## config.mk

```make
export PLATFORM = sky130hd
export DESIGN_NAME = mem_stage_flat
export DESIGN_NICKNAME = d
export VERILOG_FILES = /design/src/hw/lsu_pkg.sv /design/src/hw/axi_lite_if.sv /design/src/hw/mem_stage.sv /design/src/flat_wrapper.sv
export SDC_FILE = /design/constraint.sdc
export NUM_CORES = 1
export LEC_CHECK = 0
export ABC_AREA = 1
export BUFFER_PORTS_ARGS = -buffer_cell sky130_fd_sc_hd__buf_2
export CORE_MARGIN = 2
export CORE_UTILIZATION = 40
export CTS_CLUSTER_SIZE = 28
export DETAILED_ROUTE_END_ITERATION = 7
export PLACE_DENSITY = 0.72
export SLEW_MARGIN = 20
export SYNTH_ARGS = -nofsm -noshare
export SYNTH_HDL_FRONTEND = slang
export SYNTH_SLANG_ARGS = --single-unit
```

## constraint.sdc

```tcl
create_clock -name clk -period 8.6 [get_ports clk]
set_input_delay 1.29 -clock clk [delete_from_list [all_inputs] [get_ports clk]]
set_output_delay 1.29 -clock clk [all_outputs]
set_load 0.03 [all_outputs]
```

## src/hw/lsu_pkg.sv

```systemverilog
`default_nettype none

package lsu_pkg;

   // data and address word and the RAM word
   typedef logic [31:0] word_t;

   // one bit per byte lane
   typedef logic [3:0] strb_t;

   typedef logic [1:0] resp_t;

   localparam resp_t RESP_OKAY   = 2'b00;
   localparam resp_t RESP_SLVERR = 2'b10;

   // destination register index, passed through untouched
   typedef logic [4:0] reg_tag_t;

   typedef enum logic [3:0] {
      OP_NONE,
      OP_LB,
      OP_LH,
      OP_LW,
      OP_LBU,
      OP_LHU,
      OP_FLW,
      OP_SB,
      OP_SH,
      OP_SW,
      OP_FSW
   } mem_op_t;

   // memory stage FSM
   typedef enum logic [2:0] {
      ST_IDLE,
      ST_R_ADDR,
      ST_R_DATA,
      ST_W_REQ,
      ST_W_RESP
   } mem_state_t;

endpackage

`default_nettype wire

```

## src/hw/axi_lite_if.sv

```systemverilog
`timescale 1ns/1ps
`default_nettype none

interface axi_lite_if;
   import lsu_pkg::*;

   // read request
   word_t      araddr;
   logic [2:0] arprot;
   logic       arvalid;
   logic       arready;
   // read response
   word_t      rdata;
   resp_t      rresp;
   logic       rvalid;
   logic       rready;
   // write request
   word_t      awaddr;
   logic [2:0] awprot;
   logic       awvalid;
   logic       awready;
   word_t      wdata;
   strb_t      wstrb;
   logic       wvalid;
   logic       wready;
   // write response
   resp_t      bresp;
   logic       bvalid;
   logic       bready;

   modport master (
      output araddr, arprot, arvalid, rready,
      output awaddr, awprot, awvalid, wdata, wstrb, wvalid, bready,
      input  arready, rdata, rresp, rvalid, awready, wready, bresp, bvalid
   );

   modport slave (
      input  araddr, arprot, arvalid, rready,
      input  awaddr, awprot, awvalid, wdata, wstrb, wvalid, bready,
      output arready, rdata, rresp, rvalid, awready, wready, bresp, bvalid
   );

endinterface

`default_nettype wire

```

## src/hw/mem_stage.sv

```systemverilog
`timescale 1ns/1ps
`default_nettype none

module mem_stage (
   input  wire                     clk,
   input  wire                     rstn,
   input  wire                     enabled,
   input  wire lsu_pkg::mem_op_t   op,
   input  wire lsu_pkg::word_t     addr,
   input  wire lsu_pkg::word_t     rs2,
   input  wire lsu_pkg::word_t     frs2,
   input  wire lsu_pkg::reg_tag_t  rd,
   axi_lite_if.master              bus,
   output logic                    completed,
   output lsu_pkg::mem_op_t        op_n,
   output lsu_pkg::reg_tag_t       rd_n,
   output lsu_pkg::word_t          result,
   output logic                    misaligned,
   output logic                    bus_error
);
   import lsu_pkg::*;

   mem_state_t state;
   logic       is_load;
   logic       is_store;
   logic       misalign_in;
   word_t      st_data;
   strb_t      st_strb;
   word_t      rd_shifted;
   word_t      load_val;

   assign is_load  = op inside {OP_LB, OP_LH, OP_LW, OP_LBU, OP_LHU, OP_FLW};
   assign is_store = op inside {OP_SB, OP_SH, OP_SW, OP_FSW};

   // halves need even, words need 4-byte aligned addresses
   always_comb begin
      case (op)
         OP_LH, OP_LHU, OP_SH:        misalign_in = addr[0];
         OP_LW, OP_FLW, OP_SW, OP_FSW: misalign_in = |addr[1:0];
         default:                     misalign_in = 1'b0;
      endcase
   end

   // store lane placement
   always_comb begin
      case (op)
         OP_SB: begin
            st_data = {24'b0, rs2[7:0]} << {addr[1:0], 3'b000};
            st_strb = 4'b0001 << addr[1:0];
         end
         OP_SH: begin
            st_data = {16'b0, rs2[15:0]} << {addr[1:0], 3'b000};
            st_strb = 4'b0011 << addr[1:0];
         end
         OP_SW: begin
            st_data = rs2;
            st_strb = 4'b1111;
         end
         OP_FSW: begin
            st_data = frs2;
            st_strb = 4'b1111;
         end
         default: begin
            st_data = '0;
            st_strb = '0;
         end
      endcase
   end

   // result still holds the address while the load is in flight
   assign rd_shifted = bus.rdata >> {result[1:0], 3'b000};

   always_comb begin
      case (op_n)
         OP_LB:   load_val = {{24{rd_shifted[7]}}, rd_shifted[7:0]};
         OP_LBU:  load_val = {24'b0, rd_shifted[7:0]};
         OP_LH:   load_val = {{16{rd_shifted[15]}}, rd_shifted[15:0]};
         OP_LHU:  load_val = {16'b0, rd_shifted[15:0]};
         default: load_val = bus.rdata;
      endcase
   end

   assign bus.arprot = 3'b000;
   assign bus.awprot = 3'b000;

   always_ff @(posedge clk) begin
      if (rstn) begin
         state       <= ST_IDLE;
         completed   <= 1'b0;
         misaligned  <= 1'b0;
         bus_error   <= 1'b0;
         bus.arvalid <= 1'b0;
         bus.rready  <= 1'b0;
         bus.awvalid <= 1'b0;
         bus.wvalid  <= 1'b0;
         bus.bready  <= 1'b0;
      end else begin
         case (state)
            ST_IDLE: begin
               if (enabled) begin
                  misaligned <= misalign_in;
                  bus_error  <= 1'b0;
                  if (misalign_in || !(is_load || is_store)) begin
                     completed <= 1'b1;
                  end else if (is_load) begin
                     completed   <= 1'b0;
                     bus.arvalid <= 1'b1;
                     state       <= ST_R_ADDR;
                  end else begin
                     completed   <= 1'b0;
                     bus.awvalid <= 1'b1;
                     bus.wvalid  <= 1'b1;
                     state       <= ST_W_REQ;
                  end
               end
            end
            ST_R_ADDR: begin
               if (bus.arready) begin
                  bus.arvalid <= 1'b0;
                  bus.rready  <= 1'b1;
                  state       <= ST_R_DATA;
               end
            end
            ST_R_DATA: begin
               if (bus.rvalid && bus.rready) begin
                  bus.rready <= 1'b0;
                  completed  <= 1'b1;
                  bus_error  <= bus.rresp != RESP_OKAY;
                  state      <= ST_IDLE;
               end
            end
            ST_W_REQ: begin
               if (bus.awready) begin
                  bus.awvalid <= 1'b0;
               end
               if (bus.wready) begin
                  bus.wvalid <= 1'b0;
               end
               // both channels done earlier or on this edge
               if ((!bus.awvalid || bus.awready) && (!bus.wvalid || bus.wready)) begin
                  bus.bready <= 1'b1;
                  state      <= ST_W_RESP;
               end
            end
            ST_W_RESP: begin
               if (bus.bvalid) begin
                  bus.bready <= 1'b0;
                  completed  <= 1'b1;
                  bus_error  <= bus.bresp != RESP_OKAY;
                  state      <= ST_IDLE;
               end
            end
            default: state <= ST_IDLE;
         endcase
      end
   end

   always_ff @(posedge clk) begin
      if (state == ST_IDLE && enabled) begin
         op_n       <= op;
         rd_n       <= rd;
         result     <= addr;
         bus.araddr <= {addr[31:2], 2'b00};
         bus.awaddr <= {addr[31:2], 2'b00};
         bus.wdata  <= st_data;
         bus.wstrb  <= st_strb;
      end else if (state == ST_R_DATA && bus.rvalid && bus.rready) begin
         result <= (bus.rresp == RESP_OKAY) ? load_val : '0;
      end
   end

   // no new operation while one is still in flight
   a_enable_idle: assert property (@(posedge clk) disable iff (rstn)
      enabled |-> state == ST_IDLE);

   a_wstrb_set: assert property (@(posedge clk) disable iff (rstn)
      bus.wvalid |-> bus.wstrb != '0);

   a_ar_idle: assert property (@(posedge clk) disable iff (rstn)
      state == ST_IDLE |-> !bus.arvalid);

endmodule

`default_nettype wire

```

## src/flat_wrapper.sv

```systemverilog
// flat-port wrapper written by rule: the top's interface ports become plain ports
module mem_stage_flat import lsu_pkg::*;
  (clk, rstn, enabled, op, addr, rs2, frs2, rd, completed, op_n, rd_n, result, misaligned, bus_error, bus_araddr, bus_arprot, bus_arvalid, bus_rready, bus_awaddr, bus_awprot, bus_awvalid, bus_wdata, bus_wstrb, bus_wvalid, bus_bready, bus_arready, bus_rdata, bus_rresp, bus_rvalid, bus_awready, bus_wready, bus_bresp, bus_bvalid);
  axi_lite_if bus_i ();
  input  wire clk;
  input  wire rstn;
  input  wire enabled;
  input  wire lsu_pkg::mem_op_t op;
  input  wire lsu_pkg::word_t addr;
  input  wire lsu_pkg::word_t rs2;
  input  wire lsu_pkg::word_t frs2;
  input  wire lsu_pkg::reg_tag_t rd;
  output logic completed;
  output lsu_pkg::mem_op_t op_n;
  output lsu_pkg::reg_tag_t rd_n;
  output lsu_pkg::word_t result;
  output logic misaligned;
  output logic bus_error;
  output wire logic [$bits(bus_i.araddr)-1:0] bus_araddr;
  output wire logic [$bits(bus_i.arprot)-1:0] bus_arprot;
  output wire logic [$bits(bus_i.arvalid)-1:0] bus_arvalid;
  output wire logic [$bits(bus_i.rready)-1:0] bus_rready;
  output wire logic [$bits(bus_i.awaddr)-1:0] bus_awaddr;
  output wire logic [$bits(bus_i.awprot)-1:0] bus_awprot;
  output wire logic [$bits(bus_i.awvalid)-1:0] bus_awvalid;
  output wire logic [$bits(bus_i.wdata)-1:0] bus_wdata;
  output wire logic [$bits(bus_i.wstrb)-1:0] bus_wstrb;
  output wire logic [$bits(bus_i.wvalid)-1:0] bus_wvalid;
  output wire logic [$bits(bus_i.bready)-1:0] bus_bready;
  input wire logic [$bits(bus_i.arready)-1:0] bus_arready;
  input wire logic [$bits(bus_i.rdata)-1:0] bus_rdata;
  input wire logic [$bits(bus_i.rresp)-1:0] bus_rresp;
  input wire logic [$bits(bus_i.rvalid)-1:0] bus_rvalid;
  input wire logic [$bits(bus_i.awready)-1:0] bus_awready;
  input wire logic [$bits(bus_i.wready)-1:0] bus_wready;
  input wire logic [$bits(bus_i.bresp)-1:0] bus_bresp;
  input wire logic [$bits(bus_i.bvalid)-1:0] bus_bvalid;
  assign bus_araddr = bus_i.araddr;
  assign bus_arprot = bus_i.arprot;
  assign bus_arvalid = bus_i.arvalid;
  assign bus_rready = bus_i.rready;
  assign bus_awaddr = bus_i.awaddr;
  assign bus_awprot = bus_i.awprot;
  assign bus_awvalid = bus_i.awvalid;
  assign bus_wdata = bus_i.wdata;
  assign bus_wstrb = bus_i.wstrb;
  assign bus_wvalid = bus_i.wvalid;
  assign bus_bready = bus_i.bready;
  assign bus_i.arready = bus_arready;
  assign bus_i.rdata = bus_rdata;
  assign bus_i.rresp = bus_rresp;
  assign bus_i.rvalid = bus_rvalid;
  assign bus_i.awready = bus_awready;
  assign bus_i.wready = bus_wready;
  assign bus_i.bresp = bus_bresp;
  assign bus_i.bvalid = bus_bvalid;
  mem_stage u_core (.clk(clk), .rstn(rstn), .enabled(enabled), .op(op), .addr(addr), .rs2(rs2), .frs2(frs2), .rd(rd), .bus(bus_i), .completed(completed), .op_n(op_n), .rd_n(rd_n), .result(result), .misaligned(misaligned), .bus_error(bus_error));
endmodule
```

# ---- Yosys cells after proc, flatten, opt, wreduce, memory -nomap -nowiden
# Cells that the tools add are included.
dict set report word_totals {
  register_bits 118
  out_inout_bits 155
}
dict set report op_classes {
  shifts 5
  mux 42
  n_reduce_logical 36
  eq_ne 28
}
# op n
set ops {}
lappend ops {{$pmux W32 S4} 2}
lappend ops {{$mux W32} 3}
lappend ops {{$shl A16 B5 Y32} 1}
lappend ops {{$shl A8 B5 Y32} 1}
lappend ops {{$shr A32 B5 Y16} 1}
lappend ops {{$eq A4 B3 Y1 const B} 6}
lappend ops {{$mux W1} 20}
lappend ops {{$mux W3} 6}
lappend ops {{$pmux W3 S5} 1}
lappend ops {{$reduce_and A5 Y1} 3}
lappend ops {{$ne A2 B2 Y1 const B} 7}
lappend ops {{$reduce_bool A2 Y1} 7}
lappend ops {{$eq A4 B2 Y1 const B} 3}
lappend ops {{$eq A4 B4 Y1 const B} 3}
lappend ops {{$pmux W1 S2} 6}
lappend ops {{$pmux W4 S3} 1}
lappend ops {{$eq A4 B1 Y1 const B} 2}
lappend ops {{$eq A3 B2 Y1 const B} 2}
lappend ops {{$ne A2 B1 Y1 const B} 3}
lappend ops {{$pmux W1 S3} 2}
lappend ops {{$reduce_and A3 Y1} 2}
lappend ops {{$reduce_and A6 Y1} 1}
lappend ops {{$reduce_bool A6 Y1} 1}
lappend ops {{$logic_and A1 B1 Y1} 5}
lappend ops {{other kinds (16)} 22}

# ---- Depth between registers and ports, before layout
dict set report depth {
  ltp_word 8
  depth_mapped 12
  mapped_depth_nobuf 12
}

# ---- Worst setup path after synthesis
# OpenSTA, ideal clock, no wires.
dict set report synth_timing {
  kind {in2reg}
  start {input port enabled}
  end {register u_core.bus.araddr[10] (enable)}
  required_time_ns 8.132
  setup_slack_ns 4.336
  t_arrival_ns 3.796
  path_stages 3
  path_cell_list {inv_1 > nor2_2 > clkbuf_1}
}
dict set report synth_between {
  elab_chain_len 1
}
# item line
set synth_rtl {}
lappend synth_rtl {{start, declared} flat_wrapper.sv:7} ;# input wire enabled;
lappend synth_rtl {{$logic_and A1 B1 Y1} mem_stage.sv:159} ;# if (state == ST_IDLE && enabled) begin
lappend synth_rtl {{end signal, assigned} mem_stage.sv:163} ;# bus.araddr <= {addr[31:2], 2'b00};
lappend synth_rtl {{end, declared} axi_lite_if.sv:32} ;# output araddr, arprot, arvalid, rready,
# No other way between the ends.
# A chain may end at the register's enable or synchronous reset.

# ---- Final worst setup path
dict set report layout_timing {
  start {register u_core.op_n[0]}
  end {register u_core.result[31], data pin}
}
dict set report layout_between {
  elab_chain_len 5
  word_cells_on_any_way 8
  cone_classes {eq/ne: 4; mux: 4}
}
# item line
set layout_rtl {}
lappend layout_rtl {{start, declared} mem_stage.sv:15} ;# output lsu_pkg::mem_op_t op_n,
lappend layout_rtl {{start signal, assigned} mem_stage.sv:160} ;# op_n <= op;
lappend layout_rtl {{$eq A4 B3 Y1 (tied with other cells)} mem_stage.sv:74} ;# case (op_n)
lappend layout_rtl {{$pmux W32 S4 *} mem_stage.sv:74}
lappend layout_rtl {{$mux W32 *} mem_stage.sv:168} ;# result <= (bus.rresp == RESP_OKAY) ? load_val : '0;
lappend layout_rtl {{$mux W32 *} mem_stage.sv:167} ;# end else if (state == ST_R_DATA && bus.rvalid && bus.rready) begin
lappend layout_rtl {{$mux W32 *} mem_stage.sv:159}
lappend layout_rtl {{end signal, assigned} mem_stage.sv:162} ;# result <= addr;
lappend layout_rtl {{end signal, assigned} mem_stage.sv:168}
lappend layout_rtl {{end, declared} mem_stage.sv:17} ;# output lsu_pkg::word_t result,
# Every way passes the cells marked *; elsewhere a longest branch is shown, timed or not. The select of a mux whose other input is x is not followed.

==> impl_metrics.ini <==
[setup_path]
timing.rr.start = u_core.op_n[0]
setup.worst_path.start = u_core.op_n[0]
critical-path-max-stage-delay_ps = 660
worst_setup_path_start_kind = flip-flop
reg2reg_depth = 6
worstPathBufferInverterCount = 0
cp_top_family = simple AND/OR/NAND/NOR gates
cp-end-kind = flip-flop
register_to_register_setup_slack_ps = 5740
cp.arrival_ps = 2990
criticalPathCategory = flip-flop to flip-flop
cp_data_required_time_ps = 8730
cp_max_fo = 41
crit_chain = nor2_1, nand3_1, nand3_2, nand2_2, o21ai_2, o21ai_0
worstReg2RegEnd = u_core.result[31]
critPathSlowestCell = sky130_fd_sc_hd__nand3_2

[pwr]
pwr_density_cell_nw_per_um2 = 328
leakagePower_nw = 3.69
ir_drop_mv = 0.157

[finish]
area_overhead_of_the_layout_relative_to_synthesis_pct = 32.7
regArea_um2 = 3430
multiInputGateArea_um2 = 1990
fillCellCount = 1375
layout_commonest_cell = sky130_fd_sc_hd__buf_2
most-common-layout-cells = 293 x sky130_fd_sc_hd__buf_2, 162 x sky130_fd_sc_hd__nand2_1, 107 x sky130_fd_sc_hd__edfxtp_1
num-nets-final = 1073
drive_gt1_frac = 0.368

[sta]
timing.slew.headroom = 0.400
timing.final.crit_period_ps = 2860
slew_viol_final = 0
whs_ps = 456
timing.setup.tns_ps = 0
worst_pin_slew_ps = 899
clock.fmax_mhz = 349
timing.final.setup_violations = 0
final_critical_path_setup_slack_ps = 5740
unrepaired_setup_endpoints_after_global_routing = no
worst_clock_skew_ps = 11.2
timing_hold_violations_final = 0
min_period_over_period = 0.333

[synth]
syn-mean-instance-area_um2 = 9.13
synth_area_um2 = 6020
yosys.area.top_type_share = 0.534
async_reset_ff_frac = 0
yosysWarningCount = 0
yosysTopAreaCell = sky130_fd_sc_hd__edfxtp_1
flop_and_latch_count_out_of_synthesis = 118
synth_area_leaders = sky130_fd_sc_hd__edfxtp_1 53%, sky130_fd_sc_hd__nand2_1 10%, sky130_fd_sc_hd__o21ai_0 5.9%
dominant_synthesized_flop_cell = sky130_fd_sc_hd__edfxtp_1
synthDistinctLibCells = 30
ys_seq_area_frac = 0.571
postSynthCellCount = 659
synth-edff-count = 107

[clock_tree]
worst_setup_hold_path_clk_slew_ps = 60
postCtsResizedCells = 0
numCtsBuffers = 17
cts_post_setup_buffers_inserted = 0
ctsHoldBuffers = 0
tritoncts = done
cts-root-buf = sky130_fd_sc_hd__clkbuf_16
clock_tree.htree_level_count = 4
clock_sinks = 118
ctsLongestPathBuffers = 2
clock_latency_ps = 420

[route]
detail_route.wirelength_mm = 18.8
antenna_left = 0
drt-initial-drc-count = 390
route.detailed.vias_per_inst = 5.11
detailroute.via_count = 5728
dr.pass1.iters = 5
drc = 0
routedWlPerCell_um = 16.7

[min_path]
worstHoldStart = u_core.bus.arvalid
hp-class = flip-flop to flip-flop
timing.hold.worst_endpoint = u_core.bus.arvalid
hold_depth = 2

[run_status]
outcome = completed

[placement]
gp_congestion = 0.876
io_buffers = 293
place_worst_setup_slack_ps = 5390
half_perimeter_wire_length_after_detailed_placement_mm = 14.1

[global_routing]
gr-total-overflow = 0
grt_pass1_vias = 5433
first_pass_grt_wire_length_mm = 28.3
grt_antenna_before_repair = 1
pin_count_of_the_biggest_net_entering_global_routing = 62
grt_util_all_layers = 0.230

[die]
starting_density_of_the_core = 0.412
design.die.area_um2 = 16000
rows = 44
floorplan.die.width_um = 127
pin_count = 304
die-height_um = 127
core_area_um2 = 14600

[job]
maxCapViolations = 0
==> metrics by stage <==
| step | std cells | total power (W) | cell area (µm²) | utilization |
|---|---|---|---|---|
| detailed placement | 1089 | 0.00193 | 7400 | 0.507 |
| finish | 1122 | 0.00261 | 7980 | 0.547 |
| global route | 1122 | 0.00274 | 7980 | 0.547 |
| floorplan | 668 | 0.00166 | 6050 | - |
| global placement | 1089 | 0.00193 | 7400 | 0.507 |
| CTS | 1121 | 0.00263 | 7980 | 0.547 |
==> state kept, by name, indices dropped and copies added, names as in the netlist, 3 cells and up <==
| name | cells |
|---|---|
| u_core.bus.araddr | 30 |
| u_core.bus.wdata | 32 |
| u_core.bus.wstrb | 4 |
| u_core.op_n | 4 |
| u_core.rd_n | 5 |
| u_core.result | 32 |
| u_core.state | 3 |
==> cell families (layout without fill, tap and decap cells) <==
family	Yosys count	count (layout)	share of synthesized area
compound gates	144	144	0.137
buf+inv	126	395	0.106
flops	118	118	0.571
other cells	1	11	0.000623
simple gates	270	270	0.185
==> worst max-delay path by stage <==
stage | to | slack [ps] | cells past startpoint
2_1_floorplan | u_core.bus.araddr[10] | 4340 | 3
4_1_cts | u_core.result[31] | 5730 | 6
3_5_place_dp | u_core.misaligned | 5390 | 8
6_report | u_core.result[31] | 5740 | 6
3_3_place_gp | u_core.misaligned | 5410 | 8
5_1_grt | u_core.result[31] | 5490 | 6
==> per-layer routing <==
metal,GRT usage,share of wire
met1,0.267,0.38
met3,0.0780,0.10
met4,0.0899,0.024
met5,0,0
met2,0.392,0.50
==> layout make-up <==
class,count,area share
Multi-Input combinational cell,424,0.249
Antenna cell,1,0.000314
Sequential cell,118,0.430
Inverter,66,0.0310
Timing Repair Buffer,297,0.188
Clock buffer,23,0.0599
Clock inverter,9,0.0129
Tap cell,184,0.0288
==> tightest hold or removal path, stage by stage (launching register included) <==
cell                      delay, ps
sky130_fd_sc_hd__dfxtp_1        310
sky130_fd_sc_hd__inv_1           50
sky130_fd_sc_hd__a21oi_1         50
==> synthesized netlist by cell type, types with 4 or more instances <==
cell type	instances
sky130_fd_sc_hd__dfxtp_1	11
sky130_fd_sc_hd__o21ai_1	10
sky130_fd_sc_hd__o211ai_1	11
sky130_fd_sc_hd__nand4_1	10
sky130_fd_sc_hd__edfxtp_1	107
sky130_fd_sc_hd__nor2_2	7
sky130_fd_sc_hd__nand2_2	4
sky130_fd_sc_hd__o221ai_1	11
sky130_fd_sc_hd__buf_4	43
sky130_fd_sc_hd__nand3_1	30
sky130_fd_sc_hd__nor3_1	4
sky130_fd_sc_hd__inv_2	4
sky130_fd_sc_hd__nor2_1	51
sky130_fd_sc_hd__a21oi_1	26
sky130_fd_sc_hd__nand2_1	162
sky130_fd_sc_hd__inv_1	61
sky130_fd_sc_hd__clkbuf_1	15
sky130_fd_sc_hd__a22oi_1	8
sky130_fd_sc_hd__o21ai_0	71
==> power by group <==
group / internal, W / switching, W / leakage (nW)
registers: 0.000848 / 0.0000704 / 1.14
logic: 0.000242 / 0.000759 / 2.27
clock network: 0.000447 / 0.000249 / 0.279
total: 0.00154 / 0.00108 / 3.69
Power figures use the tool's default switching activity.
